File: config.mk
export PLATFORM = sky130hd
export DESIGN_NAME = noc_read_adapter
export DESIGN_NICKNAME = d
export VERILOG_FILES = /design/src/hdl/axi_read_pkg.sv /design/src/hdl/noc_packet_pkg.sv /design/src/hdl/noc_read_adapter.sv /design/src/hdl/read_request_packer.sv /design/src/hdl/read_response_unpacker.sv /design/src/hdl/response_flit_fifo.sv
export SDC_FILE = /design/constraint.sdc
export NUM_CORES = 1
export LEC_CHECK = 0
export BUFFER_PORTS_ARGS = -buffer_cell sky130_fd_sc_hd__buf_2
export CAP_MARGIN = 20
export CORE_UTILIZATION = 66
export DETAILED_ROUTE_END_ITERATION = 16
export PLACE_DENSITY = 0.84
export SYNTH_ARGS = -nofsm -noshare
export SYNTH_HDL_FRONTEND = slang
export SYNTH_HIERARCHICAL = 1
export SYNTH_SLANG_ARGS = --single-unit
File: constraint.sdc
create_clock -name i_clk -period 9.19 [get_ports i_clk]
set_input_delay 1.838 -clock i_clk [delete_from_list [all_inputs] [get_ports i_clk]]
set_output_delay 1.838 -clock i_clk [all_outputs]
set_load 0.01 [all_outputs]
File: src/hdl/axi_read_pkg.sv
package axi_read_pkg;

  localparam int AXI_DATA_WIDTH = 32;
  localparam int AXI_ADDR_WIDTH = 32;
  localparam int AXI_ID_WIDTH   = 4;

  typedef enum logic [1:0] {
    RESP_OKAY   = 2'b00,
    RESP_SLVERR = 2'b10,
    RESP_DECERR = 2'b11
  } axi_resp_e;

  typedef enum logic [2:0] {
    SIZE_1B = 3'd0,
    SIZE_2B = 3'd1,
    SIZE_4B = 3'd2
  } axi_size_e;

  localparam int MAX_AXI_SIZE = 2;  // the R data bus carries 4 bytes

  typedef enum logic [1:0] {
    BURST_FIXED = 2'b00,
    BURST_INCR  = 2'b01
  } axi_burst_e;

endpackage

File: src/hdl/noc_packet_pkg.sv
package noc_packet_pkg;

  localparam int FLIT_WIDTH    = 64;
  localparam int NODE_ID_WIDTH = 2;

  typedef enum logic {
    FLIT_HEADER  = 1'b0,
    FLIT_PAYLOAD = 1'b1
  } flit_kind_e;

  typedef enum logic [1:0] {
    PKT_READ     = 2'd0,
    PKT_RESPONSE = 2'd1
  } packet_type_e;

  // ~~~~~~~~~~~~~~~~~~~~~~~~~~~~~~~~~~~~~~~~~~~~~~~~~~~~~~~~~~~~~~~~~~~~~~
  // header flit layout
  // ~~~~~~~~~~~~~~~~~~~~~~~~~~~~~~~~~~~~~~~~~~~~~~~~~~~~~~~~~~~~~~~~~~~~~~
  localparam int PKT_TYPE_LSB   = 0;
  localparam int PKT_TYPE_WIDTH = 2;
  localparam int DEST_X_LSB     = 2;
  localparam int DEST_Y_LSB     = 4;
  localparam int SRC_X_LSB      = 6;
  localparam int SRC_Y_LSB      = 8;
  localparam int INVALID_BIT    = 10;
  localparam int TAG_LSB        = 11;
  localparam int TAG_WIDTH      = 4;
  localparam int SIZE_LSB       = 15;
  localparam int SIZE_WIDTH     = 3;
  localparam int LENGTH_LSB     = 18;
  localparam int LENGTH_WIDTH   = 7;
  localparam int OFFSET_LSB     = 25;  // response header only
  localparam int OFFSET_WIDTH   = 3;
  localparam int STATUS_LSB     = 28;  // response header only
  localparam int STATUS_WIDTH   = 2;
  localparam int ADDR_LSB       = 32;  // request header only
  localparam int ADDR_WIDTH     = 32;

  localparam int MAX_BYTE_LENGTH = 64;  // 16 beats of 4 bytes

  // ~~~~~~~~~~~~~~~~~~~~~~~~~~~~~~~~~~~~~~~~~~~~~~~~~~~~~~~~~~~~~~~~~~~~~~
  // node address map
  // ~~~~~~~~~~~~~~~~~~~~~~~~~~~~~~~~~~~~~~~~~~~~~~~~~~~~~~~~~~~~~~~~~~~~~~
  localparam int NODE_X_ADDR_LSB = 12;
  localparam int NODE_Y_ADDR_LSB = 14;
  localparam int NODE_SPACE_LSB  = 16;  // anything set from here up hits no node

  localparam int FIFO_DEPTH     = 16;
  localparam int FIFO_PTR_WIDTH = $clog2(FIFO_DEPTH);

endpackage

File: src/hdl/noc_read_adapter.sv
`timescale 1ns/1ps

module noc_read_adapter (
  input  logic                                      i_clk,
  input  logic                                      i_rst_n,
  input  logic [noc_packet_pkg::NODE_ID_WIDTH-1:0]  i_id_x,
  input  logic [noc_packet_pkg::NODE_ID_WIDTH-1:0]  i_id_y,
  input  logic                                      i_arvalid,
  input  logic [axi_read_pkg::AXI_ADDR_WIDTH-1:0]   i_araddr,
  input  logic [3:0]                                i_arlen,
  input  logic [2:0]                                i_arsize,
  input  logic [1:0]                                i_arburst,
  input  logic [axi_read_pkg::AXI_ID_WIDTH-1:0]     i_arid,
  input  logic                                      i_rsp_valid,
  input  noc_packet_pkg::flit_kind_e                i_rsp_kind,
  input  logic [noc_packet_pkg::FLIT_WIDTH-1:0]     i_rsp_data,
  input  logic                                      i_rsp_last,
  input  logic                                      i_rready,
  output logic                                      o_arready,
  output logic                                      o_req_valid,
  output logic [noc_packet_pkg::FLIT_WIDTH-1:0]     o_req_data,
  output logic                                      o_rvalid,
  output logic [axi_read_pkg::AXI_DATA_WIDTH-1:0]   o_rdata,
  output logic [axi_read_pkg::AXI_ID_WIDTH-1:0]     o_rid,
  output axi_read_pkg::axi_resp_e                   o_rresp,
  output logic                                      o_rlast
);

  logic                                   fifo_empty;
  noc_packet_pkg::flit_kind_e             head_kind;
  logic [noc_packet_pkg::FLIT_WIDTH-1:0]  head_data;
  logic                                   head_last;
  logic                                   pop;
  logic                                   burst_done;  // frees the AR side for the next read

  read_request_packer request_packer_inst (
    .i_clk        (i_clk),
    .i_rst_n      (i_rst_n),
    .i_id_x       (i_id_x),
    .i_id_y       (i_id_y),
    .i_arvalid    (i_arvalid),
    .i_araddr     (i_araddr),
    .i_arlen      (i_arlen),
    .i_arsize     (i_arsize),
    .i_arburst    (i_arburst),
    .i_arid       (i_arid),
    .i_burst_done (burst_done),
    .o_arready    (o_arready),
    .o_req_valid  (o_req_valid),
    .o_req_data   (o_req_data)
  );

  response_flit_fifo flit_fifo_inst (
    .i_clk       (i_clk),
    .i_rst_n     (i_rst_n),
    .i_wr        (i_rsp_valid),
    .i_wr_kind   (i_rsp_kind),
    .i_wr_data   (i_rsp_data),
    .i_wr_last   (i_rsp_last),
    .i_pop       (pop),
    .o_empty     (fifo_empty),
    .o_head_kind (head_kind),
    .o_head_data (head_data),
    .o_head_last (head_last)
  );

  read_response_unpacker response_unpacker_inst (
    .i_clk        (i_clk),
    .i_rst_n      (i_rst_n),
    .i_empty      (fifo_empty),
    .i_head_kind  (head_kind),
    .i_head_data  (head_data),
    .i_head_last  (head_last),
    .i_rready     (i_rready),
    .o_pop        (pop),
    .o_rvalid     (o_rvalid),
    .o_rdata      (o_rdata),
    .o_rid        (o_rid),
    .o_rresp      (o_rresp),
    .o_rlast      (o_rlast),
    .o_burst_done (burst_done)
  );

endmodule

File: src/hdl/read_request_packer.sv
`timescale 1ns/1ps

module read_request_packer (
  input  logic                                      i_clk,
  input  logic                                      i_rst_n,
  input  logic [noc_packet_pkg::NODE_ID_WIDTH-1:0]  i_id_x,
  input  logic [noc_packet_pkg::NODE_ID_WIDTH-1:0]  i_id_y,
  input  logic                                      i_arvalid,
  input  logic [axi_read_pkg::AXI_ADDR_WIDTH-1:0]   i_araddr,
  input  logic [3:0]                                i_arlen,
  input  logic [2:0]                                i_arsize,
  input  logic [1:0]                                i_arburst,
  input  logic [axi_read_pkg::AXI_ID_WIDTH-1:0]     i_arid,
  input  logic                                      i_burst_done,
  output logic                                      o_arready,
  output logic                                      o_req_valid,
  output logic [noc_packet_pkg::FLIT_WIDTH-1:0]     o_req_data
);

  typedef enum logic {
    REQ_IDLE,
    REQ_WAIT
  } req_state_e;

  typedef logic [noc_packet_pkg::LENGTH_WIDTH-1:0] length_t;

  req_state_e                                 state;
  logic                                       ar_hs;
  logic                                       node_miss;
  logic                                       burst_bad;
  logic [6:0]                                 size_mask;
  logic [11:0]                                total_bytes;
  logic [11:0]                                req_bytes;
  length_t                                    byte_length;
  logic [axi_read_pkg::AXI_ADDR_WIDTH-1:0]    aligned_addr;
  logic [noc_packet_pkg::FLIT_WIDTH-1:0]      header;

  assign o_arready = (state == REQ_IDLE);  // one read in flight at a time
  assign ar_hs     = i_arvalid && o_arready;

  // ~~~~~~~~~~~~~~~~~~~~~~~~~~~~~~~~~~~~~~~~~~~~~~~~~~~~~~~~~~~~~~~~~~~~~~
  // header build
  // ~~~~~~~~~~~~~~~~~~~~~~~~~~~~~~~~~~~~~~~~~~~~~~~~~~~~~~~~~~~~~~~~~~~~~~
  always_comb begin
    node_miss    = |i_araddr[axi_read_pkg::AXI_ADDR_WIDTH-1:noc_packet_pkg::NODE_SPACE_LSB];
    burst_bad    = (i_arburst != axi_read_pkg::BURST_FIXED) &&
                   (i_arburst != axi_read_pkg::BURST_INCR);  // wrap is not carried
    size_mask    = 7'((8'd1 << i_arsize) - 8'd1);
    aligned_addr = {i_araddr[axi_read_pkg::AXI_ADDR_WIDTH-1:7], i_araddr[6:0] & ~size_mask};
    total_bytes  = (12'(i_arlen) + 12'd1) << i_arsize;
    req_bytes    = total_bytes - 12'(i_araddr[6:0] & size_mask);
    byte_length  = (req_bytes > 12'(noc_packet_pkg::MAX_BYTE_LENGTH)) ?
                   length_t'(noc_packet_pkg::MAX_BYTE_LENGTH) : length_t'(req_bytes);

    header = '0;
    header[noc_packet_pkg::PKT_TYPE_LSB +: noc_packet_pkg::PKT_TYPE_WIDTH] =
      noc_packet_pkg::PKT_READ;
    header[noc_packet_pkg::DEST_X_LSB +: noc_packet_pkg::NODE_ID_WIDTH] =
      i_araddr[noc_packet_pkg::NODE_X_ADDR_LSB +: noc_packet_pkg::NODE_ID_WIDTH];
    header[noc_packet_pkg::DEST_Y_LSB +: noc_packet_pkg::NODE_ID_WIDTH] =
      i_araddr[noc_packet_pkg::NODE_Y_ADDR_LSB +: noc_packet_pkg::NODE_ID_WIDTH];
    header[noc_packet_pkg::SRC_X_LSB +: noc_packet_pkg::NODE_ID_WIDTH]   = i_id_x;
    header[noc_packet_pkg::SRC_Y_LSB +: noc_packet_pkg::NODE_ID_WIDTH]   = i_id_y;
    header[noc_packet_pkg::INVALID_BIT]                                   = node_miss || burst_bad;
    header[noc_packet_pkg::TAG_LSB +: noc_packet_pkg::TAG_WIDTH]         = i_arid;
    header[noc_packet_pkg::SIZE_LSB +: noc_packet_pkg::SIZE_WIDTH]       = i_arsize;
    header[noc_packet_pkg::LENGTH_LSB +: noc_packet_pkg::LENGTH_WIDTH]   = byte_length;
    header[noc_packet_pkg::ADDR_LSB +: noc_packet_pkg::ADDR_WIDTH]       = aligned_addr;
  end

  always_ff @(posedge i_clk or negedge i_rst_n) begin
    if (!i_rst_n) begin
      state       <= REQ_IDLE;
      o_req_valid <= 1'b0;
    end else begin
      o_req_valid <= ar_hs;  // single strobe, the network never stalls
      case (state)
        REQ_IDLE: if (ar_hs) state <= REQ_WAIT;
        REQ_WAIT: if (i_burst_done) state <= REQ_IDLE;
        default:  state <= REQ_IDLE;
      endcase
    end
  end

  always_ff @(posedge i_clk) begin
    if (ar_hs) begin
      o_req_data <= header;
    end
  end

endmodule

File: src/hdl/read_response_unpacker.sv
`timescale 1ns/1ps

module read_response_unpacker (
  input  logic                                      i_clk,
  input  logic                                      i_rst_n,
  input  logic                                      i_empty,
  input  noc_packet_pkg::flit_kind_e                i_head_kind,
  input  logic [noc_packet_pkg::FLIT_WIDTH-1:0]     i_head_data,
  input  logic                                      i_head_last,
  input  logic                                      i_rready,
  output logic                                      o_pop,
  output logic                                      o_rvalid,
  output logic [axi_read_pkg::AXI_DATA_WIDTH-1:0]   o_rdata,
  output logic [axi_read_pkg::AXI_ID_WIDTH-1:0]     o_rid,
  output axi_read_pkg::axi_resp_e                   o_rresp,
  output logic                                      o_rlast,
  output logic                                      o_burst_done
);

  typedef enum logic {
    UNP_HEADER,
    UNP_PAYLOAD
  } unp_state_e;

  unp_state_e                                     state;
  logic [noc_packet_pkg::SIZE_WIDTH-1:0]          size_q;
  logic [noc_packet_pkg::STATUS_WIDTH-1:0]        status_q;
  logic                                           invalid_q;
  logic [noc_packet_pkg::OFFSET_WIDTH-1:0]        byte_cnt;   // byte position inside the flit
  logic [noc_packet_pkg::LENGTH_WIDTH-1:0]        bytes_left;
  axi_read_pkg::axi_size_e                        eff_size;
  axi_read_pkg::axi_resp_e                        hdr_resp;
  logic [3:0]                                     step;
  logic [2:0]                                     step_mask;
  logic [2:0]                                     lane_base;
  logic [3:0]                                     next_sum;
  logic [2:0]                                     beat_bytes;
  logic                                           hdr_take;
  logic                                           beat_ack;

  // ~~~~~~~~~~~~~~~~~~~~~~~~~~~~~~~~~~~~~~~~~~~~~~~~~~~~~~~~~~~~~~~~~~~~~~
  // byte counter arithmetic
  // ~~~~~~~~~~~~~~~~~~~~~~~~~~~~~~~~~~~~~~~~~~~~~~~~~~~~~~~~~~~~~~~~~~~~~~
  always_comb begin
    eff_size = (size_q > 3'(axi_read_pkg::MAX_AXI_SIZE)) ?
               axi_read_pkg::axi_size_e'(axi_read_pkg::MAX_AXI_SIZE) :
               axi_read_pkg::axi_size_e'(size_q);
    case (eff_size)
      axi_read_pkg::SIZE_1B: step = 4'd1;
      axi_read_pkg::SIZE_2B: step = 4'd2;
      default:               step = 4'd4;
    endcase
    step_mask  = 3'(step - 4'd1);
    lane_base  = byte_cnt & ~step_mask;
    next_sum   = {1'b0, lane_base} + step;  // bit 3 set means the flit is used up
    beat_bytes = 3'(step - {1'b0, byte_cnt & step_mask});  // first beat may be short
  end

  always_comb begin
    hdr_resp = axi_read_pkg::axi_resp_e'(status_q);
    if (invalid_q || hdr_resp == axi_read_pkg::RESP_DECERR) begin
      o_rresp = axi_read_pkg::RESP_DECERR;
    end else if (hdr_resp == axi_read_pkg::RESP_SLVERR) begin
      o_rresp = axi_read_pkg::RESP_SLVERR;
    end else begin
      o_rresp = axi_read_pkg::RESP_OKAY;
    end
  end

  assign hdr_take = (state == UNP_HEADER) && !i_empty &&
                    (i_head_kind == noc_packet_pkg::FLIT_HEADER);
  assign o_rvalid = (state == UNP_PAYLOAD) && !i_empty &&
                    (i_head_kind == noc_packet_pkg::FLIT_PAYLOAD);
  assign o_rdata  = byte_cnt[2] ? i_head_data[63:32] : i_head_data[31:0];
  assign o_rlast  = i_head_last && (bytes_left <= 7'(beat_bytes));
  assign beat_ack = o_rvalid && i_rready;
  assign o_burst_done = beat_ack && o_rlast;

  // stray payload flits in front of a header are thrown away
  assign o_pop = ((state == UNP_HEADER) && !i_empty) ||
                 (beat_ack && (next_sum[3] || o_rlast));

  always_ff @(posedge i_clk or negedge i_rst_n) begin
    if (!i_rst_n) begin
      state      <= UNP_HEADER;
      byte_cnt   <= '0;
      bytes_left <= '0;
    end else if (hdr_take) begin
      state      <= UNP_PAYLOAD;
      byte_cnt   <= i_head_data[noc_packet_pkg::OFFSET_LSB +: noc_packet_pkg::OFFSET_WIDTH];
      bytes_left <= i_head_data[noc_packet_pkg::LENGTH_LSB +: noc_packet_pkg::LENGTH_WIDTH];
    end else if (beat_ack) begin
      byte_cnt   <= next_sum[2:0];
      bytes_left <= bytes_left - 7'(beat_bytes);
      if (o_rlast) state <= UNP_HEADER;
    end
  end

  always_ff @(posedge i_clk) begin
    if (hdr_take) begin
      o_rid     <= i_head_data[noc_packet_pkg::TAG_LSB +: noc_packet_pkg::TAG_WIDTH];
      size_q    <= i_head_data[noc_packet_pkg::SIZE_LSB +: noc_packet_pkg::SIZE_WIDTH];
      status_q  <= i_head_data[noc_packet_pkg::STATUS_LSB +: noc_packet_pkg::STATUS_WIDTH];
      invalid_q <= i_head_data[noc_packet_pkg::INVALID_BIT];
    end
  end

endmodule

File: src/hdl/response_flit_fifo.sv
`timescale 1ns/1ps

module response_flit_fifo (
  input  logic                                  i_clk,
  input  logic                                  i_rst_n,
  input  logic                                  i_wr,
  input  noc_packet_pkg::flit_kind_e            i_wr_kind,
  input  logic [noc_packet_pkg::FLIT_WIDTH-1:0] i_wr_data,
  input  logic                                  i_wr_last,
  input  logic                                  i_pop,
  output logic                                  o_empty,
  output noc_packet_pkg::flit_kind_e            o_head_kind,
  output logic [noc_packet_pkg::FLIT_WIDTH-1:0] o_head_data,
  output logic                                  o_head_last
);

  noc_packet_pkg::flit_kind_e             kind_mem [noc_packet_pkg::FIFO_DEPTH];
  logic [noc_packet_pkg::FLIT_WIDTH-1:0]  data_mem [noc_packet_pkg::FIFO_DEPTH];
  logic                                   last_mem [noc_packet_pkg::FIFO_DEPTH];

  logic [noc_packet_pkg::FIFO_PTR_WIDTH-1:0]  wr_ptr;
  logic [noc_packet_pkg::FIFO_PTR_WIDTH-1:0]  rd_ptr;
  logic [noc_packet_pkg::FIFO_PTR_WIDTH:0]    count;
  logic                                       full;
  logic                                       wr_en;
  logic                                       pop_en;

  assign full    = (count == (noc_packet_pkg::FIFO_PTR_WIDTH + 1)'(noc_packet_pkg::FIFO_DEPTH));
  assign o_empty = (count == '0);
  assign wr_en   = i_wr && !full;  // a flit past full is dropped
  assign pop_en  = i_pop && !o_empty;

  assign o_head_kind = kind_mem[rd_ptr];
  assign o_head_data = data_mem[rd_ptr];
  assign o_head_last = last_mem[rd_ptr];

  always_ff @(posedge i_clk) begin
    if (wr_en) begin
      kind_mem[wr_ptr] <= i_wr_kind;
      data_mem[wr_ptr] <= i_wr_data;
      last_mem[wr_ptr] <= i_wr_last;
    end
  end

  always_ff @(posedge i_clk or negedge i_rst_n) begin
    if (!i_rst_n) begin
      wr_ptr <= '0;
      rd_ptr <= '0;
      count  <= '0;
    end else begin
      if (wr_en) wr_ptr <= wr_ptr + 1'b1;  // pointers wrap at the depth
      if (pop_en) rd_ptr <= rd_ptr + 1'b1;
      if (wr_en && !pop_en) count <= count + 1'b1;
      else if (pop_en && !wr_en) count <= count - 1'b1;
    end
  end

endmodule

# After elaboration in Yosys (flattened, before gate mapping)
# Memories as Yosys holds them, arrays and structs flattened.
# Cells that the tools add are included.
# totals
register_bits	91
mem_bits_rw	1056
inputBits	120
out_inout_bits	106
wordCells	96
mem_count	3
# mem_list
memory	words	word_bits	read_ports	rd_clocked_by_memory_dff	write_ports	line	text
flit_fifo_inst.data_mem	16	64	1	0	1	response_flit_fifo.sv:18	logic [noc_packet_pkg::FLIT_WIDTH-1:0] data_mem [noc_packet_pkg::FIFO_DEPTH];
flit_fifo_inst.kind_mem	16	1	1	0	1	response_flit_fifo.sv:17	noc_packet_pkg::flit_kind_e kind_mem [noc_packet_pkg::FIFO_DEPTH];
flit_fifo_inst.last_mem	16	1	1	0	1	response_flit_fifo.sv:19	logic last_mem [noc_packet_pkg::FIFO_DEPTH];
# classes
add_sub_neg	11
magnitude_cmp	3
n_eq_ne	5
shifts	2
n_mux	19
bitwise_logic	9
n_reduce_logical	30
# op_table
op	n
$mux 32	1
$reduce_or 16->1	1
$and 7x7->7	2
$logic_and 1x1->1	14
$mux 7	2
$gt 12x7->1 const B	1
$shl 12x3->12	1
$sub 12x12->12	1
$mux 5	2
$mux 3	3
$add 4x1->4 const B	2
$reduce_bool 2->1	4
$le 7x3->1	1
$mux 1	7
$not 7->7	1
$shl 1x3->7 const A	1
$sub 7x1->7 const B	1
$sub 7x3->7	1
$and 3x3->3	2
$pmux 3 s2	1
$add 4x1->5 const B	1
$add 5x1->5 const B	1
$eq 5x5->1 const B	1
$logic_not 5->1	1
16 further kinds	26

# Depth between registers and ports, before layout
# logic_depth
depth_word	16
mapped_depth	21
mapped_depth_nobuf	19

# Modules after synthesis
# The synthesis kept the hierarchy.
# by_module_without_submodules
module	instances	cells_per_inst	area_each_um2	seq_area_each_um2
response_flit_fifo	1	1985	40984.3	32035.7
read_request_packer	1	203	2555.0	1581.5
read_response_unpacker	1	142	1531.5	575.6

# Least setup slack after synthesis
# OpenSTA, ideal clock, no wires.
# synth_timing
path_kind	input-to-reg
start	input i_rsp_valid
end	memory flit_fifo_inst/data_mem[0][0] (netlist bit), enable pin
setup_ns	0.571
arrival_ns	6.710
setup_slack_ns	1.909
cell_stages	4
cell_sequence	o21a_1 buf_2 nand2_1 nor3_1
# synth_via
elab_chain_len	3
# synth_lines
element	line	text
start, declared	noc_read_adapter.sv:14	input logic i_rsp_valid,
$logic_and 1x1->1	response_flit_fifo.sv:30	assign wr_en = i_wr && !full;
net flit_fifo_inst.wr_en	response_flit_fifo.sv:25	logic wr_en;
$mux 1	response_flit_fifo.sv:38	if (wr_en) begin
$mux 1 (implied by the code)	response_flit_fifo.sv:40	data_mem[wr_ptr] <= i_wr_data;
end, declared	response_flit_fifo.sv:18	
# The timed path passes the listed nets, and every way through them passes these cells.

# Final worst setup path
# layout_timing
start	register flit_fifo_inst/rd_ptr[1] (netlist bit)
end	output o_rdata[30] (netlist bit)
# layout_via
elab_chain_len	2
# layout_lines
element	line	text
start, declared	response_flit_fifo.sv:22	logic [noc_packet_pkg::FIFO_PTR_WIDTH-1:0] rd_ptr;
start signal, assigned	response_flit_fifo.sv:52	if (pop_en) rd_ptr <= rd_ptr + 1'b1;
$mem_v2 16x64	-	
net head_data (one bit)	noc_read_adapter.sv:31	logic [noc_packet_pkg::FLIT_WIDTH-1:0] head_data;
$mux 32	read_response_unpacker.sv:74	assign o_rdata = byte_cnt[2] ? i_head_data[63:32] : i_head_data[31:0];
end, declared	noc_read_adapter.sv:23	output logic [axi_read_pkg::AXI_DATA_WIDTH-1:0] o_rdata,
# The timed path passes the listed nets, and every way through them passes these cells.

==> flow_summary.toml <==
[run_status]
status = "finished, final reports clean"

[hold_path]
hold_depth = 1
holdPathEnd = "flit_fifo_inst/count[4]"
hold_class = "reg -> reg"
holdCritStartpoint = "flit_fifo_inst/count[4]"

[synthesis]
ys_seq_area_share_pct = 75.9
synth_ff_type = "edfxtp_1"
synth_edf_count = 1117
netlist_area_sq_mm = 0.0451
synth_seq_cells = 1143
ys_warn_count = 6
synth_async_sr_flop_share_pct = 2.27
netlist_instances = 2330
ys_types = 64
syn_avg_cell_area_sq_um = 19.3

[placed_design]
hpwlAfterDp_mm = 54.1
gp_congestion = 0.885
dp_cells = 3327
placement.io_buffers = 215
place_area_sq_mm = 0.0470

[drt]
drcViolationCount = 0
drt_wl_total_mm = 106
drt_iter0_markers = 3024
wl_per_cell_um = 30.1
vias_per_cell = 6.88
dr.pass1.iters = 7
antenna_left = 0
num_vias = 24300

[timing]
slew_violations = 0
relSlewSlack_pct = 22.3
final-hold-violation-count = 0
grt_setup_unrepaired = "false"
fin_skew_ns = 0.0197
max_freq_mhz = 160
setup_violations = 0
finalCritPeriodShare_pct = 67.8
fin_crit_ns = 6.23
setup_tns_ns = 0
worst_slew_pin_slew_ns = 1.17

[worst_setup_path]
r2r_end = "flit_fifo_inst/count[4]"
cp_top_family = "buffers and inverters"
ff2ff_path_depth = 18
critPathArrivalTime_ns = 4.39
cp_num_buf_inv = 3
worstSetupStartpointType = "register"
rr_startpoint = "flit_fifo_inst/rd_ptr[2]"
cp_slowest_cell = "and2_4"
critPathKind = "reg -> out"
r2r_setup_slack_ns = 3.56
timing.critical_path.mode_cell = "buf_4"
max_stage_delay_ns = 0.79
required_ns = 7.35
worst-path-max-fanout = 56
path_cells = "buf_4 -> and2_4 -> buf_4 -> a221oi_1 -> o21ai_0 -> nand2_1 -> mux2_2 -> buf_2"
endpoint_kind = "primary output"

[clocking]
cts.sinks = 1143
clk_pin_slew_ns = 0.06
cts_tree = "yes"
cts-root-buf = "clkbuf_16"
cts_setup_buffers = 0
ctsResizeCount = 0
postCtsHoldBufs = 0
cts_buffer_depth = 3
worstSkewPairLatency_ns = 0.66
cts_made_buffers = 106
h-tree-depth = 3

[final_layout]
mostFrequentLayoutCell = "edfxtp_1"
design_area_sq_mm = 0.0506
fin_nets = 2711
syn_to_final_growth_pct = 12.3
layout_common_cells = "edfxtp_1, mux2i_1, buf_2"
layout-drive-gt1-share_pct = 23.5
final_cells = 3536

[global_routing]
grt_max_degree = 131
grtUsageTotal_pct = 30.7
antenna_found_initial = 15
grt_pass1_vias = 24600
grt-ovfl-total = 0
grt_first_pass_wirelength_mm = 154

[floorplanning]
die_h_um = 263
die_area_sq_mm = 0.0693
ios = 226
die_x_um = 263
coreArea_sq_mm = 0.0674
fp-row-count = 95
start_util_pct = 66.9

[pwr]
pwr_density_cell_mw_per_mm2 = 318
vdd_drop_max_mv = 0.292
leakage_uw = 0.0173

[job]
maxCapViolCount = 0
[cell families (layout without fill, tap and decap cells)]
group | count (synthesis) | in the layout | synth area share, %
mux | 433 | 433 | 13.4
simple gates | 212 | 212 | 2.18
buf+inv | 161 | 477 | 1.81
other cells | 1 | 18 | 0.00832
xor+xnor | 18 | 18 | 0.350
flops | 1143 | 1143 | 75.9
compound gates | 335 | 335 | 5.59
fa+ha+maj | 27 | 27 | 0.816
[how the worst max path moves through the flow]
| stage | from | endpoint | slack (ns) | cells after the start |
|---|---|---|---|---|
| 4_1_cts | flit_fifo_inst/rd_ptr[2] | o_rdata[19] | 2.88 | 8 |
| 3_3_place_gp | flit_fifo_inst/rd_ptr[2] | flit_fifo_inst/count[4] | 3.53 | 18 |
| 2_1_floorplan | i_rsp_valid | flit_fifo_inst/data_mem[0][0] | 1.91 | 4 |
| 3_5_place_dp | flit_fifo_inst/rd_ptr[2] | flit_fifo_inst/count[4] | 3.49 | 18 |
| 5_1_grt | flit_fifo_inst/rd_ptr[1] | o_rdata[30] | 2.86 | 8 |
| 6_report | flit_fifo_inst/rd_ptr[1] | o_rdata[30] | 2.96 | 8 |
[per-stage QoR]
step / setup WS (ns) / power (uW) / hold WS [ns] / utilization [%]
2_1_floorplan: 1.91 / 10000 / 0.454 / -
3_3_place_gp: 3.53 / 11500 / 0.476 / 69.8
3_5_place_dp: 3.49 / 11700 / 0.505 / 69.8
4_1_cts: 2.88 / 16100 / 0.522 / 75.0
5_1_grt: 2.86 / 16600 / 0.555 / 75.1
6_report: 2.96 / 16100 / 0.529 / 75.1
[layout make-up]
class,count,area (sq um)
diodes,9,22.5
clock buffers,126,2820
clock inverters,72,663
fillers,3561,16800
inverters,18,67.6
multi-input cells,1034,10200
flip-flops and latches,1143,34200
well taps,873,1090
repair buffers,261,1500
[synthesized netlist by cell type (all sizes together) (2+ instances only)]
master / count / area [sq um]
edfxtp: 1117 / 33500
mux2i: 267 / 2670
a221oi: 132 / 1190
mux4: 132 / 2970
nand2: 106 / 400
buf: 90 / 551
o21ai: 81 / 405
a22oi: 68 / 510
clkbuf: 53 / 199
nor2: 42 / 165
mux2: 34 / 383
dfrtp: 26 / 651
ha: 23 / 288
inv: 18 / 67.6
xnor2: 15 / 131
a21oi: 11 / 55.1
nor3: 10 / 55.1
nor4: 8 / 50.1
and2: 7 / 43.8
nor2b: 7 / 43.8
a21o: 6 / 45.0
nand3: 6 / 30.0
a221o: 5 / 50.1
nand4: 5 / 31.3
o21a: 5 / 37.5
a211oi: 4 / 42.5
a31oi: 4 / 25.0
fa: 4 / 80.1
nand2b: 4 / 25.0
nand3b: 4 / 30.0
o22ai: 4 / 31.3
a21boi: 3 / 22.5
o211ai: 3 / 22.5
xor2: 3 / 26.3
and3b: 2 / 17.5
nand4b: 2 / 23.8
or3: 2 / 12.5
or4: 2 / 15.0
[routing by layer]
metal / vias up / wire, um / GRT usage [%]
li1: 10100 / - / -
met1: 12300 / 38200 / 40.4
met2: 1649 / 52700 / 50.2
met3: 267 / 11100 / 6.29
met4: 8 / 4270 / 14.0
met5: - / 57 / 0
[registers in the layout, summed over array words and instances (netlist names)]
register,count
flit_fifo_inst/count,5
response_unpacker_inst/bytes_left,7
request_packer_inst/state,1
request_packer_inst/o_req_data,51
flit_fifo_inst/rd_ptr,4
flit_fifo_inst/wr_ptr,4
flit_fifo_inst/last_mem,16
response_unpacker_inst/size_q,3
response_unpacker_inst/o_rid,4
response_unpacker_inst/invalid_q,1
response_unpacker_inst/byte_cnt,3
flit_fifo_inst/data_mem,1024
request_packer_inst/o_req_valid,1
response_unpacker_inst/hdr_resp,2
flit_fifo_inst/kind_mem,16
response_unpacker_inst/state,1
[power by group]
part           total [uW]  switching, uW  internal, uW
combinational        5110           3160          1950
clock                4370           1840          2520
sequential           6620            288          6330
Power figures use the tool's default switching activity.
